$ cat config.mk
export PLATFORM = sky130hd
export DESIGN_NAME = spi_cmd_bridge
export DESIGN_NICKNAME = d
export VERILOG_FILES = /design/src/spi_cmd_pkg.sv /design/src/spi_byte_shifter.sv /design/src/reg_bank.sv /design/src/cmd_parser.sv /design/src/spi_cmd_bridge.sv
export VERILOG_INCLUDE_DIRS = /design/src
export SDC_FILE = /design/constraint.sdc
export NUM_CORES = 1
export LEC_CHECK = 0
export BUFFER_PORTS_ARGS = -buffer_cell sky130_fd_sc_hd__buf_2
export CORE_ASPECT_RATIO = 0.75
export CORE_MARGIN = 4
export CORE_UTILIZATION = 45
export DETAILED_ROUTE_END_ITERATION = 6
export MAX_ROUTING_LAYER = met4
export PLACE_DENSITY = 0.67
export SETUP_SLACK_MARGIN = 0.5
export SYNTH_ARGS = -nofsm -noshare
export SYNTH_HDL_FRONTEND = slang
export SYNTH_HIERARCHICAL = 1
export SYNTH_SLANG_ARGS = --single-unit
$ cat constraint.sdc
create_clock -name clk -period 2.3 [get_ports clk]
set_input_delay 0.23 -clock clk [delete_from_list [all_inputs] [get_ports clk]]
set_output_delay 0.23 -clock clk [all_outputs]
set_load 0.02 [all_outputs]
$ cat src/spi_cmd_consts.svh
`ifndef SPI_CMD_CONSTS_SVH
`define SPI_CMD_CONSTS_SVH

// datapath widths
`define BYTE_W      8
`define WORD_W      16
`define RAM_AW      8

// addresses at or above this are out of range
`define RAM_DEPTH   256

// opcodes, first byte of a frame
`define OP_DISABLE  8'h00
`define OP_ENABLE   8'h01
`define OP_WR_REG   8'h02
`define OP_RD_REG   8'h03
`define OP_WR_RAM   8'h06
`define OP_RD_RAM   8'h07

// register map
`define REG_SUM     8'd0
`define REG_NUM1    8'd1
`define REG_NUM2    8'd2
`define REG_NUM3    8'd3
`define REG_EN      8'd4

`endif

$ cat src/spi_cmd_pkg.sv
`include "spi_cmd_consts.svh"

package spi_cmd_pkg;

    typedef struct packed {
        logic               valid;
        logic [`BYTE_W-1:0] data;
    } rx_byte_t;

    typedef struct packed {
        logic               valid;
        logic [`BYTE_W-1:0] addr;
        logic [`WORD_W-1:0] data;
    } reg_wr_t;

    typedef struct packed {
        logic               valid;
        logic [`RAM_AW-1:0] addr;
        logic [`WORD_W-1:0] data;
    } ram_wr_t;

    // one state per expected byte of a frame
    typedef enum logic [3:0] {
        ST_IDLE, ST_OPCODE, ST_REG_ADDR, ST_REG_HI, ST_REG_LO,
        ST_RD_HI, ST_RD_LO, ST_ADDR_HI, ST_ADDR_LO, ST_CNT_HI,
        ST_CNT_LO, ST_WORD_HI, ST_WORD_LO, ST_IGNORE
    } frame_state_e;

endpackage

$ cat src/spi_byte_shifter.sv
`timescale 1ns/1ps
`include "spi_cmd_consts.svh"

module spi_byte_shifter (
    input  logic                  clk,
    input  logic                  rst_n,
    input  logic                  spi_scl,
    input  logic                  spi_sdi,
    input  logic                  spi_sel,
    input  logic [`BYTE_W-1:0]    tx_byte,
    output logic                  spi_sdo,
    output spi_cmd_pkg::rx_byte_t rx,
    output logic                  tx_req,
    output logic                  sel_active
);

    logic [2:0]          scl_q;
    logic [2:0]          sel_q;
    logic [1:0]          sdi_q;
    logic [2:0]          bit_cnt;
    logic [`BYTE_W-2:0]  rx_shift;
    logic [`BYTE_W-1:0]  tx_shift;
    logic                req_d;
    logic                scl_rise;
    logic                scl_fall;
    logic                sel_fall;

    // [1] is the synchronized pin, [2] is one cycle older
    assign scl_rise   = scl_q[1] & ~scl_q[2];
    assign scl_fall   = ~scl_q[1] & scl_q[2];
    assign sel_fall   = ~sel_q[1] & sel_q[2];
    assign sel_active = ~sel_q[1];
    assign spi_sdo    = tx_shift[`BYTE_W-1];

    always_ff @(posedge clk or negedge rst_n) begin
        if (!rst_n) begin
            scl_q <= '0;
            sel_q <= '1;
            sdi_q <= '0;
        end else begin
            scl_q <= {scl_q[1:0], spi_scl};
            sel_q <= {sel_q[1:0], spi_sel};
            sdi_q <= {sdi_q[0], spi_sdi};
        end
    end

    always_ff @(posedge clk) begin
        if (scl_rise) begin
            rx_shift <= {rx_shift[`BYTE_W-3:0], sdi_q[1]};
        end
    end

    // msb first, byte done on the eighth rising edge
    always_ff @(posedge clk or negedge rst_n) begin
        if (!rst_n) begin
            bit_cnt <= '0;
            rx      <= '0;
        end else begin
            rx.valid <= 1'b0;
            if (!sel_active) begin
                bit_cnt <= '0;
            end else if (scl_rise) begin
                bit_cnt <= bit_cnt + 3'd1;
                if (bit_cnt == 3'd7) begin
                    rx <= '{valid: 1'b1, data: {rx_shift, sdi_q[1]}};
                end
            end
        end
    end

    // the falling edge after the last bit would eat the new msb, so skip it
    always_ff @(posedge clk or negedge rst_n) begin
        if (!rst_n) begin
            req_d    <= 1'b0;
            tx_req   <= 1'b0;
            tx_shift <= '0;
        end else begin
            req_d  <= rx.valid | sel_fall;
            tx_req <= req_d;
            if (tx_req) begin
                tx_shift <= tx_byte;
            end else if (scl_fall && bit_cnt != 3'd0) begin
                tx_shift <= {tx_shift[`BYTE_W-2:0], 1'b0};
            end
        end
    end

    assert property (@(posedge clk) disable iff (!rst_n) !(rx.valid && tx_req));

endmodule

$ cat src/reg_bank.sv
`timescale 1ns/1ps
`include "spi_cmd_consts.svh"

module reg_bank (
    input  logic                 clk,
    input  logic                 rst_n,
    input  spi_cmd_pkg::reg_wr_t reg_wr,
    input  logic                 en_set,
    input  logic                 en_clr,
    input  logic [`BYTE_W-1:0]   reg_raddr,
    input  logic [`WORD_W-1:0]   sum,
    output logic [`WORD_W-1:0]   reg_rdata,
    output logic [`WORD_W-1:0]   num1,
    output logic [`WORD_W-1:0]   num2,
    output logic [`WORD_W-1:0]   num3,
    output logic                 en
);

    always_ff @(posedge clk or negedge rst_n) begin
        if (!rst_n) begin
            num1 <= '0;
            num2 <= '0;
            num3 <= '0;
            en   <= 1'b0;
        end else begin
            // sum is read only, unknown addresses drop the write
            if (reg_wr.valid) begin
                case (reg_wr.addr)
                    `REG_NUM1: num1 <= reg_wr.data;
                    `REG_NUM2: num2 <= reg_wr.data;
                    `REG_NUM3: num3 <= reg_wr.data;
                    default:   ;
                endcase
            end
            if (en_set) begin
                en <= 1'b1;
            end else if (en_clr) begin
                en <= 1'b0;
            end
        end
    end

    always_comb begin
        case (reg_raddr)
            `REG_SUM:  reg_rdata = sum;
            `REG_NUM1: reg_rdata = num1;
            `REG_NUM2: reg_rdata = num2;
            `REG_NUM3: reg_rdata = num3;
            `REG_EN:   reg_rdata = {{(`WORD_W-1){1'b0}}, en};
            default:   reg_rdata = '0;
        endcase
    end

    assert property (@(posedge clk) disable iff (!rst_n) !(en_set && en_clr));

endmodule

$ cat src/cmd_parser.sv
`timescale 1ns/1ps
`include "spi_cmd_consts.svh"

module cmd_parser (
    input  logic                  clk,
    input  logic                  rst_n,
    input  spi_cmd_pkg::rx_byte_t rx,
    input  logic                  tx_req,
    input  logic                  sel_active,
    input  logic [`WORD_W-1:0]    reg_rdata,
    input  logic [`WORD_W-1:0]    ram_rdata,
    output logic [`BYTE_W-1:0]    tx_byte,
    output spi_cmd_pkg::reg_wr_t  reg_wr,
    output logic [`BYTE_W-1:0]    reg_raddr,
    output logic                  en_set,
    output logic                  en_clr,
    output spi_cmd_pkg::ram_wr_t  ram_wr,
    output logic [`RAM_AW-1:0]    ram_raddr
);
    import spi_cmd_pkg::*;

    frame_state_e        state;
    logic                rd_cmd;
    logic [`WORD_W-1:0]  addr;
    logic [`WORD_W-1:0]  cnt;
    logic [`WORD_W-1:0]  reply;
    logic [`BYTE_W-1:0]  hold;
    logic [`WORD_W-1:0]  addr_nxt;
    logic                addr_ok;
    logic                next_ok;
    logic                last_word;

    assign addr_nxt  = addr + 1'b1;
    assign addr_ok   = addr < `WORD_W'(`RAM_DEPTH);
    assign next_ok   = addr_nxt < `WORD_W'(`RAM_DEPTH);
    // count of 0 behaves as 1
    assign last_word = cnt < `WORD_W'(2);
    assign reg_raddr = rx.data;

    always_ff @(posedge clk or negedge rst_n) begin
        if (!rst_n) begin
            state     <= ST_IDLE;
            rd_cmd    <= 1'b0;
            reg_wr    <= '0;
            ram_wr    <= '0;
            en_set    <= 1'b0;
            en_clr    <= 1'b0;
            ram_raddr <= '0;
        end else begin
            reg_wr.valid <= 1'b0;
            ram_wr.valid <= 1'b0;
            en_set       <= 1'b0;
            en_clr       <= 1'b0;
            if (!sel_active) begin
                state <= ST_IDLE;
            end else if (state == ST_IDLE) begin
                state <= ST_OPCODE;
            end else if (rx.valid) begin
                case (state)
                    ST_OPCODE: begin
                        rd_cmd <= (rx.data == `OP_RD_REG) || (rx.data == `OP_RD_RAM);
                        en_set <= rx.data == `OP_ENABLE;
                        en_clr <= rx.data == `OP_DISABLE;
                        case (rx.data)
                            `OP_WR_REG, `OP_RD_REG: state <= ST_REG_ADDR;
                            `OP_WR_RAM, `OP_RD_RAM: state <= ST_ADDR_HI;
                            default:                state <= ST_IGNORE;
                        endcase
                    end
                    ST_REG_ADDR: state <= rd_cmd ? ST_RD_HI : ST_REG_HI;
                    ST_REG_HI:   state <= ST_REG_LO;
                    ST_REG_LO: begin
                        reg_wr <= '{valid: 1'b1, addr: addr[`BYTE_W-1:0],
                                    data: {hold, rx.data}};
                        state  <= ST_IGNORE;
                    end
                    ST_RD_HI:    state <= ST_RD_LO;
                    ST_RD_LO:    state <= ST_IGNORE;
                    ST_ADDR_HI:  state <= ST_ADDR_LO;
                    ST_ADDR_LO:  state <= ST_CNT_HI;
                    ST_CNT_HI:   state <= ST_CNT_LO;
                    ST_CNT_LO: begin
                        // first read address goes out before the first reply
                        if (rd_cmd) begin
                            ram_raddr <= addr_ok ? addr[`RAM_AW-1:0] : '0;
                        end
                        state <= ST_WORD_HI;
                    end
                    ST_WORD_HI:  state <= ST_WORD_LO;
                    ST_WORD_LO: begin
                        if (rd_cmd) begin
                            ram_raddr <= next_ok ? addr_nxt[`RAM_AW-1:0] : '0;
                        end else begin
                            ram_wr <= '{valid: addr_ok, addr: addr[`RAM_AW-1:0],
                                        data: {hold, rx.data}};
                        end
                        state <= last_word ? ST_IGNORE : ST_WORD_HI;
                    end
                    default: ;
                endcase
            end
        end
    end

    always_ff @(posedge clk) begin
        if (rx.valid) begin
            case (state)
                ST_REG_ADDR: begin
                    addr  <= {{(`WORD_W-`BYTE_W){1'b0}}, rx.data};
                    reply <= reg_rdata;
                end
                ST_REG_HI, ST_WORD_HI: hold <= rx.data;
                ST_ADDR_HI: addr[`WORD_W-1:`BYTE_W] <= rx.data;
                ST_ADDR_LO: addr[`BYTE_W-1:0] <= rx.data;
                ST_CNT_HI:  cnt[`WORD_W-1:`BYTE_W] <= rx.data;
                ST_CNT_LO:  cnt[`BYTE_W-1:0] <= rx.data;
                ST_WORD_LO: begin
                    addr <= addr_nxt;
                    cnt  <= cnt - 1'b1;
                end
                default: ;
            endcase
        end
    end

    // reply for the byte the master clocks next
    always_comb begin
        tx_byte = '0;
        if (tx_req) begin
            case (state)
                ST_RD_HI:   tx_byte = reply[`WORD_W-1:`BYTE_W];
                ST_RD_LO:   tx_byte = reply[`BYTE_W-1:0];
                ST_WORD_HI: tx_byte = (rd_cmd && addr_ok) ? ram_rdata[`WORD_W-1:`BYTE_W] : '0;
                ST_WORD_LO: tx_byte = (rd_cmd && addr_ok) ? ram_rdata[`BYTE_W-1:0] : '0;
                default:    tx_byte = '0;
            endcase
        end
    end

    // strobe address is the full frame address, untruncated and below the ram depth
    assert property (@(posedge clk) disable iff (!rst_n)
        ram_wr.valid |-> $past(addr) == `WORD_W'(ram_wr.addr)
                         && `WORD_W'(ram_wr.addr) < `WORD_W'(`RAM_DEPTH));

endmodule

$ cat src/spi_cmd_bridge.sv
`timescale 1ns/1ps
`include "spi_cmd_consts.svh"

module spi_cmd_bridge (
    input  logic                 clk,
    input  logic                 rst_n,
    input  logic                 spi_scl,
    input  logic                 spi_sdi,
    input  logic                 spi_sel,
    output logic                 spi_sdo,
    input  logic [`WORD_W-1:0]   sum,
    output logic [`WORD_W-1:0]   num1,
    output logic [`WORD_W-1:0]   num2,
    output logic [`WORD_W-1:0]   num3,
    output logic                 en,
    output spi_cmd_pkg::ram_wr_t ram_wr,
    output logic [`RAM_AW-1:0]   ram_raddr,
    input  logic [`WORD_W-1:0]   ram_rdata
);
    import spi_cmd_pkg::*;

    // shifter and parser
    rx_byte_t            rx;
    logic                tx_req;
    logic                sel_active;
    logic [`BYTE_W-1:0]  tx_byte;

    // parser and register bank
    reg_wr_t             reg_wr;
    logic [`BYTE_W-1:0]  reg_raddr;
    logic [`WORD_W-1:0]  reg_rdata;
    logic                en_set;
    logic                en_clr;

    spi_byte_shifter spi_byte_shifter_inst (.*);

    cmd_parser cmd_parser_inst (.*);

    reg_bank reg_bank_inst (.*);

endmodule

==> impl_metrics.py <==
metrics = {
    "outcome": {
        "outcome": "finished clean",
    },
    "placement": {
        "buffer_ports.inserted": 119,
        "place_congestion": 0.900,
        "post-dp-hpwl_um": 16800,
    },
    "clocking": {
        "cts.reportedPaths.clkPinSlew_ns": 0.06,
        "cts_root_buffer": "clkbuf_16",
        "number_of_buffers_added_by_the_clock_tree_synthesis_step": 22,
        "max-clock-path-buffers": 3,
        "cts_num_sinks": 207,
        "clk-insertion-delay-late_ns": 0.51,
        "cts_tree": "built",
        "clock_tree.htree_level_count": 1,
    },
    "drt": {
        "detailedRoute.firstIterationViolations": 694,
        "routedWlPerCell_um": 21.4,
        "antenna_left": 0,
        "drc_markers": 0,
        "routed-via-count": 7260,
        "drt_pass1_iterations": 5,
        "routed_wire_length_um": 27500,
        "detail_route.vias_per_cell": 5.67,
    },
    "pwr": {
        "finalPower_mw": 7.77,
        "static-leakage-power_nw": 5.84,
        "power.density_cell_area_mw_per_mm2": 595,
        "worst_ir_drop_vdd_v": 0.000488,
    },
    "finish": {
        "layout.area.seq_mm2": 0.00551,
        "diodes": 0,
        "layout-drive-gt1-share": 0.504,
        "multi_input_area_mm2": 0.00453,
        "finalNetCount": 1019,
        "fillerInstances": 1608,
        "area_delta_synth_final_pct": 33.4,
    },
    "floorplanning": {
        "placementRows": 46,
        "die_height_um": 136,
        "die_width_um": 178,
        "fp.dieArea_mm2": 0.0242,
        "num_io_pins": 120,
        "initial_core_util": 0.461,
        "fp.coreArea_mm2": 0.0212,
    },
    "synth": {
        "dominant_synthesized_flop_cell": "dfrtp_1",
        "syn_inst": 762,
        "syn_avg_cell_area_um2": 12.8,
        "synth_cell_type_count": 68,
        "yosys_warnings": 6,
        "synth.cell_area_mm2": 0.00979,
        "synth_edf_count": 63,
        "synth-async-reset-ratio": 0.696,
        "postSynthRegisterBits": 207,
        "synthesis.nets": 804,
        "synth.yosys.seq_area_share": 0.562,
    },
    "global_routing": {
        "grt_antenna_before_repair": 1,
        "maximum_number_of_pins_on_one_net_before_global_route_repair": 77,
        "global_route_wire_length_before_repair_um": 41700,
        "groute.usage.overall": 0.226,
        "first_global_vias": 7322,
        "overflow": 0,
    },
    "setup_path": {
        "critPathRequiredTime_ns": 2.49,
        "timing.setup.critical_path_class": "reg2reg",
        "reg2reg_slack_ns": 0.33,
        "startpoint_kind_of_the_worst_setup_timing_path": "flop",
        "worst-path-max-fanout": 8,
        "crit_arrival_ns": 2.15,
        "worst_setup_path_end_kind": "flop",
    },
    "timing": {
        "finalHoldViolations": 0,
        "maxClockFrequency_mhz": 508,
        "finClkSkew_ns": 0.00867,
        "period_share": 0.855,
        "finalSetupViolations": 0,
        "finalHoldWorstSlack_ns": 0.224,
        "clock_period_minus_worst_slack_ns": 1.97,
        "maxSlewViolCount": 0,
        "worstMarginPinSlew_ns": 0.760,
        "fin_setup_tns_ns": 0,
        "grt_setup_unrepaired": "true",
        "slew_headroom": 0.493,
    },
    "flow_run": {
        "drv_cap": 0,
    },
    "worst_hold_path": {
        "worst_hold_path_type": "in2reg",
    },
}
## repair_timing
| item | 4_1_cts | 5_1_grt |
|---|---|---|
| endpoints found under the setup margin | 132 | 122 |
| gates cloned | 6 | 1 |
| gates resized for setup | 93 | 83 |
| hold buffers | 4 | 0 |
| endpoints found under the hold margin | 72 | 0 |
| pin swaps | 38 | 52 |
| buffers inserted | 48 | 16 |
## kinds of logic (layout without fill, tap and decap cells)
group	count (synthesis)	after routing	share of synthesized area
buf+inv	66	294	0.0386
mux	125	125	0.160
fa+ha+maj	5	5	0.00639
compound gates	116	116	0.0773
simple gates	211	214	0.127
xor+xnor	32	32	0.0286
flops	207	207	0.562
## through the flow
stage / util / area (um^2) / cells / setup slack [ns]
after floorplan: - / 9890 / 762 / 0.478
after global placement: 0.514 / 10900 / 1166 / 0.254
after detailed placement: 0.514 / 10900 / 1166 / 0.189
after CTS: 0.593 / 12600 / 1264 / 0.353
after global routing: 0.615 / 13100 / 1281 / 0.278
final: 0.615 / 13100 / 1281 / 0.333
## cells in the final DEF, fill, tap and decap left out, types with 17 or more instances in the layout
cell	instances
dfrtp_1	135
nor2b_1	19
buf_4	76
xnor2_1	17
clkbuf_16	22
a21oi_1	18
buf_6	24
o21ai_0	20
nand2_1	24
buf_2	119
mux2_4	25
nor2_1	40
edfxtp_1	63
mux2_2	79
## report_power, final
| part | leakage [nW] | internal [mW] | switching (mW) |
|---|---|---|---|
| clock network | 0.372 | 2.22 | 1.43 |
| registers | 2.50 | 3.81 | 0.0185 |
| logic | 2.97 | 0.125 | 0.173 |
## cells in the mapped netlist (all sizes together) (7+ instances only)
library cell	number	area (um^2)
nor4	11	96.3
nor2	47	186
nor3	25	153
buf	39	277
mux2	105	1180
dfrtp	141	3530
nand2	29	109
xor2	14	123
o21ai	35	175
mux4	15	338
nand3	15	85.1
clkbuf	13	48.8
xnor2	18	158
edfxtp	63	1890
a21oi	21	105
nor2b	27	169
inv	14	52.6
nor3b	11	87.6
a22oi	23	173
o22ai	9	56.3
a221o	7	70.1
and2	8	50.1
## registers in the layout (all words and copies together) (netlist names), 2 cells and up
register and cells:
reg_bank_inst/num3 16, cmd_parser_inst/addr 16, reg_bank_inst/num2 16, spi_byte_shifter_inst/sdi_q 2
spi_byte_shifter_inst/rx_shift 7, cmd_parser_inst/ram_wr 25, cmd_parser_inst/ram_raddr 8, cmd_parser_inst/hold 8
cmd_parser_inst/state 4, spi_byte_shifter_inst/sel_q 3, cmd_parser_inst/cnt 16, spi_byte_shifter_inst/scl_q 3
spi_byte_shifter_inst/rx 9, cmd_parser_inst/reply 16, spi_byte_shifter_inst/tx_shift 8, spi_byte_shifter_inst/bit_cnt 3
reg_bank_inst/num1 16, cmd_parser_inst/reg_wr 25
## routing by layer
| metal | up-vias | part of all wire | GRT usage |
|---|---|---|---|
| li1 | 3237 | - | - |
| met5 | - | 0 | - |
| met1 | 3659 | 0.44 | 0.325 |
| met3 | 52 | 0.077 | 0.0435 |
| met4 | 0 | 0.020 | 0.0469 |
| met2 | 312 | 0.46 | 0.341 |
## worst paths after layout
path	startpoint	endpoint	cells past startpoint
setup / recovery	cmd_parser_inst/state[1]$_DFFE_PN0P_	cmd_parser_inst/addr[15]$_DFFE_PP_	5
hold / removal	sum[2]	cmd_parser_inst/reply[2]$_DFFE_PP_	3
setup reg to reg	cmd_parser_inst/state[1]$_DFFE_PN0P_	cmd_parser_inst/addr[15]$_DFFE_PP_	5
hold reg to reg	spi_byte_shifter_inst/req_d$_DFF_PN0_	spi_byte_shifter_inst/tx_req$_DFF_PN0_	0
max in group asynchronous	rst_n	spi_byte_shifter_inst/tx_shift[0]$_DFFE_PN0P_	3
min in group asynchronous	rst_n	reg_bank_inst/num2[9]$_DFFE_PN0P_	2
## cell type report
cell class | instances | share of cell area
Multi-Input combinational cell | 492 | 0.347
Clock inverter | 5 | 0.00661
Clock buffer | 35 | 0.0513
Inverter | 14 | 0.00441
Tap cell | 288 | 0.0276
Timing Repair Buffer | 240 | 0.141
Sequential cell | 207 | 0.422
## critical path: stages (launching register included)
cell and delay, ns:
dfrtp_2 0.46, buf_6 0.14, buf_12 0.13, inv_2 0.08, or4_4 0.53, a21boi_4 0.30
Note: power is estimated with default switching activity, not from simulation.
